[config.mk]
export PLATFORM = sky130hd
export DESIGN_NAME = masterStage
export DESIGN_NICKNAME = d
export VERILOG_FILES = /design/src/verilog/ahbPkg.sv /design/src/verilog/matrixPkg.sv /design/src/verilog/addrHoldFsm.sv /design/src/verilog/addressStage.sv /design/src/verilog/dataPhaseSelect.sv /design/src/verilog/errorResponseTimer.sv /design/src/verilog/masterStage.sv
export SDC_FILE = /design/constraint.sdc
export NUM_CORES = 1
export LEC_CHECK = 0
export BUFFER_PORTS_ARGS = -buffer_cell sky130_fd_sc_hd__buf_4
export CAP_MARGIN = 0
export CORE_AREA = 2 2 163 165
export CTS_CLUSTER_SIZE = 28
export DETAILED_ROUTE_END_ITERATION = 10
export DIE_AREA = 0 0 165 167
export SLEW_MARGIN = 15
export SYNTH_ARGS = -nofsm -noshare
export SYNTH_HDL_FRONTEND = slang
export SYNTH_SLANG_ARGS = --single-unit
[constraint.sdc]
create_clock -name HCLK -period 2.2 [get_ports HCLK]
set_input_delay 0.44 -clock HCLK [delete_from_list [all_inputs] [get_ports HCLK]]
set_output_delay 0.44 -clock HCLK [all_outputs]
set_load 0.02 [all_outputs]
[src/verilog/ahbPkg.sv]
// AHB-Lite signal types for a 32-bit bus; HMASTLOCK and HPROT are not carried

package ahbPkg;

	typedef logic [31:0] addr_t;	// Byte address
	typedef logic [31:0] data_t;	// Read data word
	typedef logic [2:0] hsize_t;
	typedef logic [2:0] hburst_t;

	// Anything but IDLE is a transfer
	typedef enum logic [1:0]
	{
		IDLE = 2'b00,
		BUSY = 2'b01,
		NONSEQ = 2'b10,
		SEQ = 2'b11
	} htrans_e;

	typedef enum logic
	{
		OKAY = 1'b0,
		ERROR = 1'b1
	} hresp_e;

	// Address-phase bundle from master to stage and from stage to slaves
	typedef struct packed
	{
		addr_t haddr;
		htrans_e htrans;
		hsize_t hsize;
		hburst_t hburst;
		logic hwrite;
	} ahbCtrl_t;

endpackage

[src/verilog/matrixPkg.sv]
// Slot-level types for one master and eight slots; slot count is fixed here, not per instance

package matrixPkg;

	localparam int NumSlots = 8;

	typedef logic [$clog2(NumSlots)-1:0] slotIdx_t;
	typedef logic [NumSlots-1:0] slotMask_t;	// One-hot select or enable mask

	// One slot's return path
	typedef struct packed
	{
		ahbPkg::data_t hrdata;
		logic hreadyout;	// Also serves as data-ready
		ahbPkg::hresp_e hresp;
		logic addrReady;	// Low refuses a live address
	} slotRsp_t;

	typedef slotRsp_t [NumSlots-1:0] slotRspArr_t;

endpackage
[src/verilog/addrHoldFsm.sv]
// Address hold control; assumes addrPending is decoded from the gated (live or held) transfer
`timescale 1ns/1ns

module addrHoldFsm
(
	input  logic HCLK,
	input  logic aresetn,
	input  logic addrPending,
	input  logic hreadyM,
	output logic capture,
	output logic holdSel
);

	typedef enum logic
	{
		LIVE = 1'b0,
		HELD = 1'b1
	} holdState_e;

	holdState_e state;
	holdState_e nextState;
	logic nextHoldSel;

	always_comb
	begin
		capture = 1'b0;
		nextHoldSel = 1'b0;
		nextState = state;
		case (state)
			LIVE:
			begin
				// Master finished its address phase but the slot refused it
				if (addrPending && hreadyM)
				begin
					capture = 1'b1;
					nextHoldSel = 1'b1;
					nextState = HELD;
				end
			end
			HELD:
			begin
				if (addrPending)
					nextHoldSel = 1'b1;	// Keep replaying
				else
					nextState = LIVE;	// Slot took it this cycle
			end
			default: nextState = LIVE;
		endcase
	end

	always_ff @(posedge HCLK or negedge aresetn)
	begin
		if (!aresetn)
		begin
			state <= LIVE;
			holdSel <= 1'b0;
		end
		else
		begin
			state <= nextState;
			holdSel <= nextHoldSel;
		end
	end

endmodule

[src/verilog/addressStage.sv]
// Address capture and decode; haddr[30:28] picks the slot, haddr[31] is reserved, no remap
`timescale 1ns/1ns

module addressStage
#(
	parameter matrixPkg::slotMask_t SlotEnable = '1
)
(
	input  logic HCLK,
	input  logic aresetn,
	input  ahbPkg::ahbCtrl_t mCtrl,
	input  logic capture,
	input  logic holdSel,
	input  matrixPkg::slotRspArr_t sRsp,
	output ahbPkg::ahbCtrl_t gatedCtrl,
	output matrixPkg::slotMask_t saddrSel,
	output logic reservedSel,
	output logic addrPending
);

	import ahbPkg::*;
	import matrixPkg::*;

	ahbCtrl_t heldCtrl;
	slotIdx_t slot;
	slotMask_t slotDec;
	slotMask_t addrReadyVec;
	logic isTransfer;
	logic inReserved;

	// Refused address and control replayed while holdSel is high
	always_ff @(posedge HCLK or negedge aresetn)
	begin
		if (!aresetn)
			heldCtrl <= '0;
		else if (capture)
			heldCtrl <= mCtrl;
	end

	assign gatedCtrl = holdSel ? heldCtrl : mCtrl;

	assign slot = gatedCtrl.haddr[30:28];
	assign slotDec = slotMask_t'(1) << slot;
	assign isTransfer = (gatedCtrl.htrans != IDLE);
	assign inReserved = gatedCtrl.haddr[31];

	assign saddrSel = (isTransfer && !inReserved) ? (slotDec & SlotEnable) : '0;

	// Disabled slots and the upper half go to the default slave
	assign reservedSel = isTransfer && (inReserved || !SlotEnable[slot]);

	always_comb
	begin
		for (int i = 0; i < NumSlots; i++)
			addrReadyVec[i] = sRsp[i].addrReady;
	end

	assign addrPending = |(saddrSel & ~addrReadyVec);	// Selected slot not ready

endmodule

[src/verilog/dataPhaseSelect.sv]
// Data-phase select and response mux; assumes saddrSel is one-hot or zero and never set with reservedSel
`timescale 1ns/1ns

module dataPhaseSelect
(
	input  logic HCLK,
	input  logic aresetn,
	input  matrixPkg::slotMask_t saddrSel,
	input  logic reservedSel,
	input  matrixPkg::slotRspArr_t sRsp,
	input  logic defReady,
	input  ahbPkg::hresp_e defResp,
	output matrixPkg::slotMask_t sdataSel,
	output logic defSel,
	output logic hreadyM,
	output ahbPkg::hresp_e hresp,
	output ahbPkg::data_t hrdata
);

	import ahbPkg::*;
	import matrixPkg::*;

	logic reservedData;
	logic slotReady;
	hresp_e slotResp;
	data_t slotData;

	// Advances only when the current data phase completes
	always_ff @(posedge HCLK or negedge aresetn)
	begin
		if (!aresetn)
		begin
			sdataSel <= '0;
			reservedData <= 1'b0;
		end
		else if (hreadyM)
		begin
			sdataSel <= saddrSel;
			reservedData <= reservedSel;
		end
	end

	always_comb
	begin
		// Idle data phase answers ready with OKAY
		slotReady = 1'b1;
		slotResp = OKAY;
		slotData = '0;
		for (int i = 0; i < NumSlots; i++)
		begin
			if (sdataSel[i])
			begin
				slotReady = sRsp[i].hreadyout;
				slotResp = sRsp[i].hresp;
				slotData = sRsp[i].hrdata;
			end
		end
	end

	assign defSel = reservedData;

	assign hreadyM = reservedData ? defReady : slotReady;
	assign hresp = reservedData ? defResp : slotResp;
	assign hrdata = reservedData ? '0 : slotData;	// Default slave returns zero

endmodule

[src/verilog/errorResponseTimer.sv]
// Default slave with a two-phase ERROR; ErrWaitStates must be 1 to 7
`timescale 1ns/1ns

module errorResponseTimer
#(
	parameter int unsigned ErrWaitStates = 1
)
(
	input  logic HCLK,
	input  logic aresetn,
	input  logic defSel,
	output logic defReady,
	output ahbPkg::hresp_e defResp
);

	import ahbPkg::*;

	logic [2:0] waitCount;
	logic countDone;

	assign countDone = (waitCount == 3'(ErrWaitStates));

	always_ff @(posedge HCLK or negedge aresetn)
	begin
		if (!aresetn)
			waitCount <= '0;
		else if (defSel && !countDone)
			waitCount <= waitCount + 3'd1;
		else
			waitCount <= '0;	// Clears after the ready cycle
	end

	// Low for ErrWaitStates cycles, then one ready cycle
	assign defReady = !defSel || countDone;
	assign defResp = defSel ? ERROR : OKAY;

endmodule

[src/verilog/masterStage.sv]
// Single-master stage of an 8-slot AHB-Lite matrix; no remap, no HMASTLOCK, async reset only
`timescale 1ns/1ns

module masterStage
#(
	parameter matrixPkg::slotMask_t SlotEnable = '1,
	parameter int unsigned ErrWaitStates = 1
)
(
	input  logic HCLK,
	input  logic aresetn,
	input  ahbPkg::ahbCtrl_t mCtrl,
	output logic hreadyM,
	output ahbPkg::hresp_e hresp,
	output ahbPkg::data_t hrdata,
	output ahbPkg::ahbCtrl_t gatedCtrl,
	output matrixPkg::slotMask_t saddrSel,
	output matrixPkg::slotMask_t sdataSel,
	input  matrixPkg::slotRspArr_t sRsp
);

	import ahbPkg::*;

	logic addrPending;
	logic capture;
	logic holdSel;
	logic reservedSel;
	logic defSel;
	logic defReady;
	hresp_e defResp;

	addrHoldFsm holdFsm_i
	(
		.HCLK(HCLK),
		.aresetn(aresetn),
		.addrPending(addrPending),
		.hreadyM(hreadyM),
		.capture(capture),
		.holdSel(holdSel)
	);

	addressStage #(
		.SlotEnable(SlotEnable)
	) addrStage_i (
		.HCLK(HCLK),
		.aresetn(aresetn),
		.mCtrl(mCtrl),
		.capture(capture),
		.holdSel(holdSel),
		.sRsp(sRsp),
		.gatedCtrl(gatedCtrl),
		.saddrSel(saddrSel),
		.reservedSel(reservedSel),
		.addrPending(addrPending)
	);

	// hreadyM doubles as the internal ready for the data select
	dataPhaseSelect dataSel_i
	(
		.HCLK(HCLK),
		.aresetn(aresetn),
		.saddrSel(saddrSel),
		.reservedSel(reservedSel),
		.sRsp(sRsp),
		.defReady(defReady),
		.defResp(defResp),
		.sdataSel(sdataSel),
		.defSel(defSel),
		.hreadyM(hreadyM),
		.hresp(hresp),
		.hrdata(hrdata)
	);

	errorResponseTimer #(
		.ErrWaitStates(ErrWaitStates)
	) defSlave_i (
		.HCLK(HCLK),
		.aresetn(aresetn),
		.defSel(defSel),
		.defReady(defReady),
		.defResp(defResp)
	);

endmodule

# Word level (Yosys, flattened, before mapping)
# Memory sizes are Yosys's and may differ from the RTL's.
# Index checks and enable logic that the tools add are counted.
[classes]
n_reduce_logical = 12
n_eq_ne = 1
n_mux = 35
addsub = 1
magnitude_cmp = 1
n_shift = 1
n_bitwise = 3
[ops]
columns = ["op", "n"]
rows = [
  ["$mux 32", 9],
  ["$mux 41", 1],
  ["$mux 1", 22],
  ["$and 8x8->8", 1],
  ["$mux 8", 1],
  ["$not 8->8", 1],
  ["$reduce_or 8->1", 1],
  ["$shl 1x3->8 const A", 1],
  ["$logic_and 1x1->1", 4],
  ["$logic_not 1->1", 4],
  ["$lt 3x4->1 const B", 1],
  ["$add 3x1->3 const B", 1],
  ["$eq 3x1->1 const B", 1],
  ["$mux 3", 1],
  ["$logic_or 1x1->1", 2],
  ["$pmux 1 s2", 1],
  ["$reduce_bool 2->1", 1],
  ["$not 1->1", 1],
]
[word_totals]
output_inout_bits = 91
register_bits = 54
mem_count = 1
in_bits = 323
romBits = 8
wordCells = 64
[mem_list]
columns = ["memory", "depth", "width", "read_ports", "rd_clocked_by_memory_dff", "write_ports", "line", "text"]
rows = [
  ["(name not given)", 8, 1, 1, 0, 0, "addressStage.sv:50", "assign reservedSel = isTransfer && (inReserved || !SlotEnable[slot]);"],
]

# Depth between registers and ports, before layout
# Gate-level depths: netlist (run 1).
[logic_depth]
ltp_word = 12
mapped_depth = 9

# Hierarchy
# From an unflattened synthesis (run 1), not the netlist that was laid out.
[unflattened]
cells_unflattened = 521
hier_area_um2 = 4790.8
[by_module_without_submodules]
columns = ["mod", "seq_area_each_um2", "instances", "cells_each", "area_each_um2"]
rows = [
  ["dataPhaseSelect", 225.2, 1, 335, 2371.0],
  ["addressStage", 1026.0, 1, 169, 2212.1],
  ["errorResponseTimer", 75.1, 1, 14, 166.4],
  ["addrHoldFsm", 25.0, 1, 3, 41.3],
]

# Least setup slack after synthesis (run 1)
# No wires, ideal clock.
[synth_timing]
path_kind = "reg-to-output"
from = "register dataSel_i.sdataSel[1]"
to = "output port hrdata[4]"
arrival_time_ns = 2.284
path_stages_with_launch = 10
path_slack_ns = -0.524
path_cell_list = "dfrtp_1 clkbuf_1 nor2b_1 clkbuf_1 clkbuf_1 a221oi_1 o31ai_1 a221oi_1 a211o_1 a21oi_1"
[synth_between]
elab_chain_cells = 8
[synth_rtl]
columns = ["element", "line", "text"]
rows = [
  ["from (decl)", "dataPhaseSelect.sv:13", "output matrixPkg::slotMask_t sdataSel,"],
  ["from (signal assigned)", "dataPhaseSelect.sv:38", "sdataSel <= saddrSel;"],
  ["$mux 32 (7 in series)", "dataPhaseSelect.sv:51", "if (sdataSel[i])"],
  ["$mux 32", "dataPhaseSelect.sv:64", "assign hrdata = reservedData ? '0 : slotData;"],
  ["to (decl)", "masterStage.sv:15", "output ahbPkg::data_t hrdata,"],
]
# No other way between the ends.

# Final worst setup path (run 1)
[layout_timing]
from = "register dataSel_i.sdataSel[1]"
to = "output port hrdata[6]"
# Same word-level chain as after synthesis.

==> out/metrics.csv, run 1 <==
metric;value;unit
outcome;complete, but fails checks;
violations;negative setup slack;
setup.worst_path.end_class;output port;
netlist.area_leader.share;25.96;%
firstDrtPassIters;4;
port_buffers;413;
clock-skew-final;0.01095;ns
rsz0062_at_grt;true;
min_period;2.681;ns
netlist_area;5206;um^2
drt_iter0_drc;311;
overflow;0;
wire_per_inst;19.38;um
cp_data_arrival_time;2.24;ns
slew_headroom;52.94;%
io_pins;414;
p_clk_share;5.6;%
row_count;59;
hpwl;20.67;mm
worstSetupPathType;flop to output port;
tritoncts;yes;
cts.sinks;54;
place.gp.congestion;0.8412;
grt_pass1_vias;6843;
wirelength;27.50;mm
p_leak;4.908;nW
multi_input_area;4329;um^2
synth_ff_type;dfrtp_1;
ys_types;29;
synthTopCellsByArea;dfrtp_1 26%, a221oi_1 11%, a21oi_1 10%, mux2_2 10%, mux2_1 9.1%;
final_hold_viol_count;0;
start_util;20.21;%
clkLatencyLatePin;0.30;ns
syn_nets;969;
clk_pin_slew;0.08;ns
power_frac_seq;12.7;%
async_reset_ff_share;100.0;%
post-route-period-util;121.9;%
core-area;25760;um^2
fmax;373.0;MHz
vdd_drop_max;0.7481;mV
clock_path_buffers;2;
seq_area_frac_synth;25.96;%
cap_violations;0;
pre_cts_slack;-0.2833;ns
viasPerCell;4.776;
synth_edf_count;0;
holdWs;0.1814;ns
drive_gt1_share;64.82;%
worstPathRequired;1.76;ns
grt_pass1_wl;39.61;mm
slew_violations;0;
drtAntennaViolNets;0;
start_kind;flop;
tightest_slew;0.7059;ns
vias;6777;
chipWidth;165;um
htree_num_levels;2;
synthTopCellsByCount;107 x a21oi_1, 67 x inv_1, 66 x a221oi_1, 61 x clkbuf_1, 54 x dfrtp_1;
grt_use_total;18.49;%
timing.final.ws_setup;-0.4808;ns
grt_max_degree;55;
combinationalPowerShare;81.7;%
synth_seq_cells;54;
p_sw;6.397;mW
critPathMaxFanout;16;
syn_avg_cell_area;8.084;um^2
final-seq-area;1365;um^2
power_density;1352;nW/um^2
hp-class;primary input to asynchronous set/reset pin;
nets;1407;
netlist_instances;644;
fillers;2548;
hold_buffers;0;
setup_violations;84;
root_buffer;clkbuf_16;
yosys_warnings;0;
yosysTopAreaCell;dfrtp_1;
cts_buffers;5;
p_int;8.110;mW
dieHeight;167;um
yosysMostFrequentCell;a21oi_1;
antenna_found_initial;1;
drc;0;
die-area;27560;um^2
areaGrowthSynthToFinish;106.1;%
switching_share;44.10;%
-- kinds of logic (layout without fill, tap and decap cells) --
| kind of cell | after synthesis | count (layout) | synth area share, % |
|---|---|---|---|
| multiplexers | 90 | 90 | 19.44 |
| buffers and inverters | 136 | 575 | 10.12 |
| AO/OA/AOI/OAI | 252 | 252 | 33.53 |
| flip-flops | 54 | 54 | 25.96 |
| other | 0 | 1 | 0 |
| AND/OR/NAND/NOR | 110 | 110 | 10.48 |
| adder cells (fa/ha/maj) | 2 | 2 | 0.4806 |
-- per-layer routing --
layer	part of all wire (%)	track usage, %	vias up
met5	0	0	-
met4	2.1	4.802	0
met3	8.8	4.508	30
met2	49	32.57	310
met1	40	22.27	3182
li1	-	-	3255
-- stage by stage --
stage	util [%]	setup TNS (ns)	instances	power, mW	cell area (um^2)
detailed placement	36.84	-13.55	1385	11.71	9492
floorplan	-	-7.116	644	8.310	5693
global route	41.63	-36.30	1418	15.42	10730
CTS	40.09	-22.57	1413	14.03	10330
global placement	36.84	-10.93	1385	11.62	9492
finish	41.64	-28.03	1419	14.51	10730
-- power groups by stage --
| stage | sequential [mW] | combinational (mW) | clock (mW) |
|---|---|---|---|
| 2_1_floorplan | 1.71 | 6.60 | 0 |
| 3_3_place_gp | 1.80 | 9.82 | 0 |
| 3_5_place_dp | 1.80 | 9.91 | 0 |
| 4_1_cts | 1.82 | 11.4 | 0.828 |
| 5_1_grt | 1.92 | 12.6 | 0.865 |
| 6_report | 1.85 | 11.9 | 0.806 |
-- layout make-up --
class	instances	share of cell area, %
clock inverter	2	0.1283
antenna	1	0.02333
timing repair buffer	499	39.28
multi-input combinational	454	40.35
inverter	68	2.379
tap	335	3.907
sequential	54	12.72
clock buffer	6	1.201
-- worst paths after layout --
| check | startpoint | to | slack (ns) | cells past startpoint |
|---|---|---|---|---|
| max | dataSel_i.sdataSel[1] | hrdata[6] | -0.48 | 8 |
| min | aresetn | addrStage_i.heldCtrl[35] | 0.18 | 1 |
| max reg2reg | dataSel_i.sdataSel[1] | addrStage_i.heldCtrl[12] | -0.41 | 13 |
| min reg2reg | defSlave_i.waitCount[0] | defSlave_i.waitCount[0] | 0.47 | 1 |
| max in group asynchronous | aresetn | dataSel_i.defSel | 1.47 | 1 |
| min in group HCLK | mCtrl[26] | addrStage_i.heldCtrl[26] | 0.38 | 2 |
-- worst max-delay path, cell delays in order, from the launching register on --
cell and delay [ns]:
dfrtp_2 0.44, buf_12 0.14, buf_12 0.15, a221oi_1 0.38, o31ai_2 0.12, a221oi_1 0.28
a211o_1 0.18, a21oi_4 0.06, buf_4 0.17
-- cell usage in the layout (no fill, tap or decap), types with 19 or more instances in the layout --
cell / Yosys / layout
buf_4: 4 / 428
a21oi_1: 107 / 70
inv_1: 67 / 67
buf_6: 0 / 50
mux2_2: 47 / 46
a221oi_1: 66 / 45
dfrtp_1: 54 / 45
mux2_4: 0 / 42
nand2_1: 44 / 40
nor2b_1: 39 / 36
a21oi_4: 0 / 35
a211o_1: 31 / 31
o31ai_1: 35 / 25
a221oi_2: 0 / 19
-- sequential cells by signal, summed over array words and instances (netlist names) --
signal                cells
dataSel_i.defSel          1
dataSel_i.sdataSel        8
addrStage_i.heldCtrl     41
defSlave_i.waitCount      3
holdFsm_i.holdSel         1
-- repair_timing --
| action | in CTS | in global routing |
|---|---|---|
| buffers inserted | 14 | 10 |
| gates resized for setup | 105 | 72 |
| cloned | 6 | 1 |
| pin swaps | 13 | 18 |
| setup endpoints to repair | 90 | 92 |
(Power assumes the default switching activity.)
==> inputs of run 2 (changes only) <==
--- a/config.mk
+++ b/config.mk
@@ -5,7 +5,7 @@
 export SDC_FILE = /design/constraint.sdc
 export NUM_CORES = 1
 export LEC_CHECK = 0
-export BUFFER_PORTS_ARGS = -buffer_cell sky130_fd_sc_hd__buf_4
+export BUFFER_PORTS_ARGS = -buffer_cell sky130_fd_sc_hd__clkbuf_2
 export CAP_MARGIN = 0
 export CORE_AREA = 2 2 163 165
 export CTS_CLUSTER_SIZE = 28
==> out/metrics.csv, run 2 (synthesis gave the netlist of run 1 again) <==
metric;value;unit;change
outcome;complete, but fails checks;;unchanged
violations;negative setup slack;;unchanged
busiest_layer;met2;;unchanged
clkLatencyLatePin;0.30;ns;about the same
setup_violations;75;;was 84
clock-skew-final;0.006675;ns;was 0.01095 ns
vias;6791;;was 6777
chipWidth;165;um;unchanged
largestRegisters;addrStage_i.heldCtrl: 41 flops, dataSel_i.sdataSel: 8 flops, defSlave_i.waitCount: 3 flops;;unchanged
areaGrowthSynthToFinish;88.06;%;was 106.1%
hp-class;primary input to asynchronous set/reset pin;;unchanged
overflow;0;;unchanged
final_hold_viol_count;0;;unchanged
grt_use_met3;3.885;%;was 4.508%
htree_num_levels;2;;unchanged
cap_violations;0;;unchanged
rsz0062_at_grt;true;;unchanged
port_buffers;413;;unchanged
setup.worst_path.end_class;output port;;unchanged
cts.sinks;54;;unchanged
grt_use_met2;33.01;%;was 32.57%
drtAntennaViolNets;0;;unchanged
wirelength;26.71;mm;was 27.50 mm
tightest_slew;0.4383;ns;was 0.7059 ns
wire_per_inst;18.82;um;was 19.38 um
slew_headroom;70.78;%;was 52.94%
nets;1405;;was 1407
power_density;1450;nW/um^2;was 1352 nW/um^2
hpwl;19.69;mm;was 20.67 mm
cts_buffers;5;;unchanged
die-area;27560;um^2;unchanged
min_period;2.729;ns;was 2.681 ns
grtUsageMet1;20.65;%;was 22.27%
start_kind;flop;;unchanged
tritoncts;yes;;unchanged
root_buffer;clkbuf_16;;unchanged
power;14.20;mW;was 14.51 mW
critPathMaxFanout;11;;was 16
io_pins;414;;unchanged
final_cell_mix;372 x clkbuf_2, 72 x a21oi_1, 67 x inv_1;;was 428 x buf_4, 70 x a21oi_1, 67 x inv_1
viasPerCell;4.786;;was 4.776
clock_path_buffers;2;;unchanged
fmax;366.4;MHz;was 373.0 MHz
p_leak;4.604;nW;was 4.908 nW
timing.final.ws_setup;-0.5292;ns;was -0.4808 ns
row_count;59;;unchanged
crit_chain;nor2b_4 -> buf_6 -> buf_12 -> buf_12 -> a221oi_1 -> o31ai_1 -> a221oi_2 -> a211o_1 -> a21oi_4 -> buf_8;;was buf_12 -> buf_12 -> a221oi_1 -> o31ai_2 -> a221oi_1 -> a211o_1 -> a21oi_4 -> buf_4
dieHeight;167;um;unchanged
grt_pass1_wl;37.87;mm;was 39.61 mm
slew_violations;0;;unchanged
crit_path_max_incr_delay;0.43;ns;was 0.44 ns
core-area;25760;um^2;unchanged
drive_gt1_share;60.87;%;was 64.82%
worstSetupPathType;flop to output port;;unchanged
grt_use_total;17.87;%;was 18.49%
post-route-period-util;124.1;%;was 121.9%
worstPathRequired;1.76;ns;about the same
regMostFlops;addrStage_i.heldCtrl;;unchanged
slowest_stage;dfrtp_2;;unchanged
grt_max_degree;67;;was 55
final_common_cell;clkbuf_2;;was buf_4
firstDrtPassIters;5;;was 4
place.gp.congestion;0.8505;;was 0.8412
drt_iter0_drc;265;;was 311
crit_top_cell;buf_12;;
pre_cts_slack;-0.3290;ns;was -0.2833 ns
drc;0;;unchanged
antenna_found_initial;3;;was 1
largest_reg_flops;41;;unchanged
start_util;20.21;%;unchanged
grt_pass1_vias;6597;;was 6843
clk_pin_slew;0.07;ns;was 0.08 ns
vdd_drop_max;1.003;mV;was 0.7481 mV
holdWs;0.07330;ns;was 0.1814 ns
cp_data_arrival_time;2.29;ns;was 2.24 ns
-- run 2: cell count changes in the layout (fill, tap and decap cells not counted), sizes merged --
| cell | change |
|---|---|
| clkinv | -1 |
| bufinv | +1 |
| bufbuf | +3 |
| clkbuf | +383 |
| diode | +2 |
| inv | -1 |
| buf | -387 |
-- run 2: path summary, 6_finish.rpt --
check                                        startpoint                       end  slack, ns  depth (start not counted)
min in group HCLK                             mCtrl[27]  addrStage_i.heldCtrl[27]       0.37                          2
worst min-delay path                            aresetn  addrStage_i.heldCtrl[31]       0.07                          1
worst min register to register  defSlave_i.waitCount[0]   defSlave_i.waitCount[0]       0.47                          1
worst max register to register    dataSel_i.sdataSel[1]  addrStage_i.heldCtrl[36]      -0.44                         11
max in group asynchronous                       aresetn          dataSel_i.defSel       1.54                          2
worst max-delay path              dataSel_i.sdataSel[1]                 hrdata[9]      -0.53                         10
-- run 2: final cells by class --
| cell class | count | area (um^2) |
|---|---|---|
| diodes | 3 | 7.507 |
| clock buffers | 7 | 142.6 |
| clock inverters | 1 | 30.03 |
| fillers | 2639 | 15970 |
| inverters | 68 | 257.7 |
| multi-input cells | 454 | 4091 |
| flip-flops and latches | 54 | 1365 |
| well taps | 335 | 419.2 |
| repair buffers | 497 | 3477 |
-- run 2: metrics by stage --
stage	setup TNS, ns	instances	instance area [um^2]	util [%]
finish	-30.08	1419	9791	38.00
global route	-39.23	1417	9786	37.98
CTS	-29.51	1405	9397	36.47
detailed placement	-16.92	1378	8431	32.72
global placement	-16.26	1378	8431	32.72
floorplan	-7.116	644	5693	-
-- run 2: report_power, final --
| part | internal (mW) | switching [mW] |
|---|---|---|
| Clock | 0.569 | 0.359 |
| Sequential | 1.48 | 0.334 |
| Combinational | 5.85 | 5.61 |
-- run 2: metal layers --
metal / wire length (um) / share of wire [%]
met5: 0 / 0
met4: 527 / 2.0
met3: 2156 / 8.1
met2: 13580 / 51
met1: 10440 / 39
-- run 2: what timing repair did --
item,CTS,global route
endpoints found under the setup margin,107,114
buffers inserted,12,16
hold buffers,0,0
gates cloned,7,0
pin swaps,7,45
resized for setup,109,91
endpoints found under the hold margin,0,0
-- run 2: worst max-delay path: cells and delay by family (launching register included) --
kind	cells	cell delay, ns
AO/OA/AOI/OAI	5	0.87
flip-flops	1	0.43
AND/OR/NAND/NOR	1	0.19
buffers and inverters	4	0.49
==> inputs of run 3 (changes only) <==
--- a/config.mk
+++ b/config.mk
@@ -11,6 +11,7 @@
 export CTS_CLUSTER_SIZE = 28
 export DETAILED_ROUTE_END_ITERATION = 10
 export DIE_AREA = 0 0 165 167
+export PLACE_DENSITY_LB_ADDON = 0.12
 export SLEW_MARGIN = 15
 export SYNTH_ARGS = -nofsm -noshare
 export SYNTH_HDL_FRONTEND = slang
==> out/metrics.csv, run 3 (synthesis gave the netlist of run 1 again) <==
metric;value;unit;change
outcome;complete, but fails checks;;unchanged
violations;negative setup slack;;unchanged
post-route-period-util;122.5;%;was 124.1%
largestRegisters;addrStage_i.heldCtrl: 41 flops, dataSel_i.sdataSel: 8 flops, defSlave_i.waitCount: 3 flops;;unchanged
fmax;371.0;MHz;was 366.4 MHz
p_leak;4.771;nW;was 4.604 nW
clk_pin_slew;0.08;ns;was 0.07 ns
nets;1426;;was 1405
final_util;38.98;%;was 38.00%
rsz0062_at_grt;true;;unchanged
clock-skew-final;0.008673;ns;was 0.006675 ns
drt_iter0_drc;312;;was 265
slew_violations;0;;unchanged
overflow;0;;unchanged
critPathMaxFanout;6;;was 11
setup_violations;77;;was 75
setup.worst_path.end_class;output port;;unchanged
reg2reg_depth;12;;was 11
worstPathRequired;1.76;ns;about the same
final-seq-area;1365;um^2;unchanged
stdcell_area;10040;um^2;was 9791 um^2
tightest_slew;0.6317;ns;was 0.4383 ns
holdWs;0.1256;ns;was 0.07330 ns
final_common_cell;clkbuf_2;;unchanged
chipWidth;165;um;unchanged
row_count;59;;unchanged
hpwl;21.36;mm;was 19.69 mm
cts.sinks;54;;unchanged
hp-class;primary input to asynchronous set/reset pin;;unchanged
grt_use_total;18.49;%;was 17.87%
die-area;27560;um^2;unchanged
clock_path_buffers;2;;unchanged
multi_input_area;4238;um^2;was 4091 um^2
fillers;2612;;was 2639
htree_num_levels;2;;unchanged
largest_reg_flops;41;;unchanged
crit_buf_inv;3;;was 4
vdd_drop_max;0.6010;mV;was 1.003 mV
grt_pass1_wl;39.17;mm;was 37.87 mm
slew_headroom;57.89;%;was 70.78%
pre_cts_slack;-0.3032;ns;was -0.3290 ns
place_inst;1391;;was 1378
crit_chain;nor2b_4 -> buf_4 -> clkbuf_16 -> a221oi_2 -> o31ai_1 -> a221oi_1 -> a211o_1 -> a21oi_4 -> buf_4;;was nor2b_4 -> buf_6 -> buf_12 -> buf_12 -> a221oi_1 -> o31ai_1 -> a221oi_2 -> a211o_1 -> a21oi_4 -> buf_8
power;14.56;mW;was 14.20 mW
firstDrtPassIters;4;;was 5
fin_cells;1443;;was 1419
timing.final.ws_setup;-0.4955;ns;was -0.5292 ns
grt_pass1_vias;6593;;was 6597
areaGrowthSynthToFinish;92.89;%;was 88.06%
dieHeight;167;um;unchanged
drc;0;;unchanged
regMostFlops;addrStage_i.heldCtrl;;unchanged
core-area;25760;um^2;unchanged
clkLatencyLatePin;0.30;ns;about the same
antenna_found_initial;9;;was 3
min_period;2.695;ns;was 2.729 ns
start_kind;flop;;unchanged
hold_buffers;0;;unchanged
setup-tns-final;-28.74;ns;was -30.08 ns
final_hold_viol_count;0;;unchanged
cap_violations;0;;unchanged
io_pins;414;;unchanged
cp_data_arrival_time;2.26;ns;was 2.29 ns
crit_family;compound AO/OA/AOI/OAI gates;;unchanged
port_buffers;413;;unchanged
root_buffer;clkbuf_16;;unchanged
worstSetupPathType;flop to output port;;unchanged
crit_top_cell;buf_4;;was buf_12
reg2reg_slack;-0.43;ns;was -0.44 ns
tritoncts;yes;;unchanged
start_util;20.21;%;unchanged
place_area;8536;um^2;was 8431 um^2
crit_path_max_incr_delay;0.44;ns;was 0.43 ns
wire_per_inst;19.20;um;was 18.82 um
timing.rr.start;dataSel_i.sdataSel[1];;unchanged
place.gp.congestion;0.9091;;was 0.8505
drive_gt1_share;64.16;%;was 60.87%
power_density;1450;nW/um^2;about the same
r2r_end;addrStage_i.heldCtrl[8];;was addrStage_i.heldCtrl[36]
slowest_stage;dfrtp_2;;unchanged
final_cell_mix;374 x clkbuf_2, 70 x a21oi_1, 67 x inv_1;;was 372 x clkbuf_2, 72 x a21oi_1, 67 x inv_1
wirelength;27.70;mm;was 26.71 mm
vias;6824;;was 6791
viasPerCell;4.729;;was 4.786
grt_max_degree;55;;was 67
cts_buffers;5;;unchanged
drtAntennaViolNets;0;;unchanged
## run 3: worst max path at each step
stage,slack [ns],end,cells after the start,from
after floorplan,-0.11,hrdata[4],9,dataSel_i.sdataSel[1]
after global placement,-0.29,hrdata[22],9,dataSel_i.sdataSel[1]
after detailed placement,-0.30,hrdata[22],9,dataSel_i.sdataSel[1]
after CTS,-0.54,hrdata[29],9,dataSel_i.sdataSel[1]
after global routing,-0.60,hrdata[20],8,dataSel_i.sdataSel[1]
final,-0.50,hrdata[8],9,dataSel_i.sdataSel[1]
## run 3: worst reg2reg max path: cells and delay by family (launching register included)
kind                   cells  cell delay (ns)
AO/OA/AOI/OAI              4             0.74
multiplexers               1             0.32
buffers and inverters      6             0.87
flip-flops                 1             0.44
AND/OR/NAND/NOR            1             0.15
## run 3: layer usage
| layer | vias to the layer above | share of wire (%) | global-route usage [%] |
|---|---|---|---|
| li1 | 3312 | - | - |
| met1 | 3212 | 40 | 21.88 |
| met2 | 258 | 51 | 33.46 |
| met3 | 36 | 7.0 | 4.284 |
| met4 | 6 | 1.9 | 4.234 |
| met5 | - | 0.14 | 0 |
## run 3: final cells by class
cell class	instances	share of cell area [%]
multi-input cells	454	42.20
repair buffers	518	35.76
flip-flops and latches	54	13.59
well taps	335	4.174
inverters	68	2.592
clock buffers	5	1.246
clock inverters	3	0.2866
diodes	6	0.1495
## run 3: power by group
part	internal [mW]	switching, mW
clock	0.438	0.417
combinational	6.19	5.68
sequential	1.48	0.357
## run 3: what timing repair did
| action | 4_1_cts | 5_1_grt |
|---|---|---|
| gates resized for setup | 102 | 139 |
| gates cloned | 6 | 1 |
| buffers inserted | 20 | 13 |
| setup endpoints to repair | 92 | 111 |
| pin swaps | 12 | 26 |
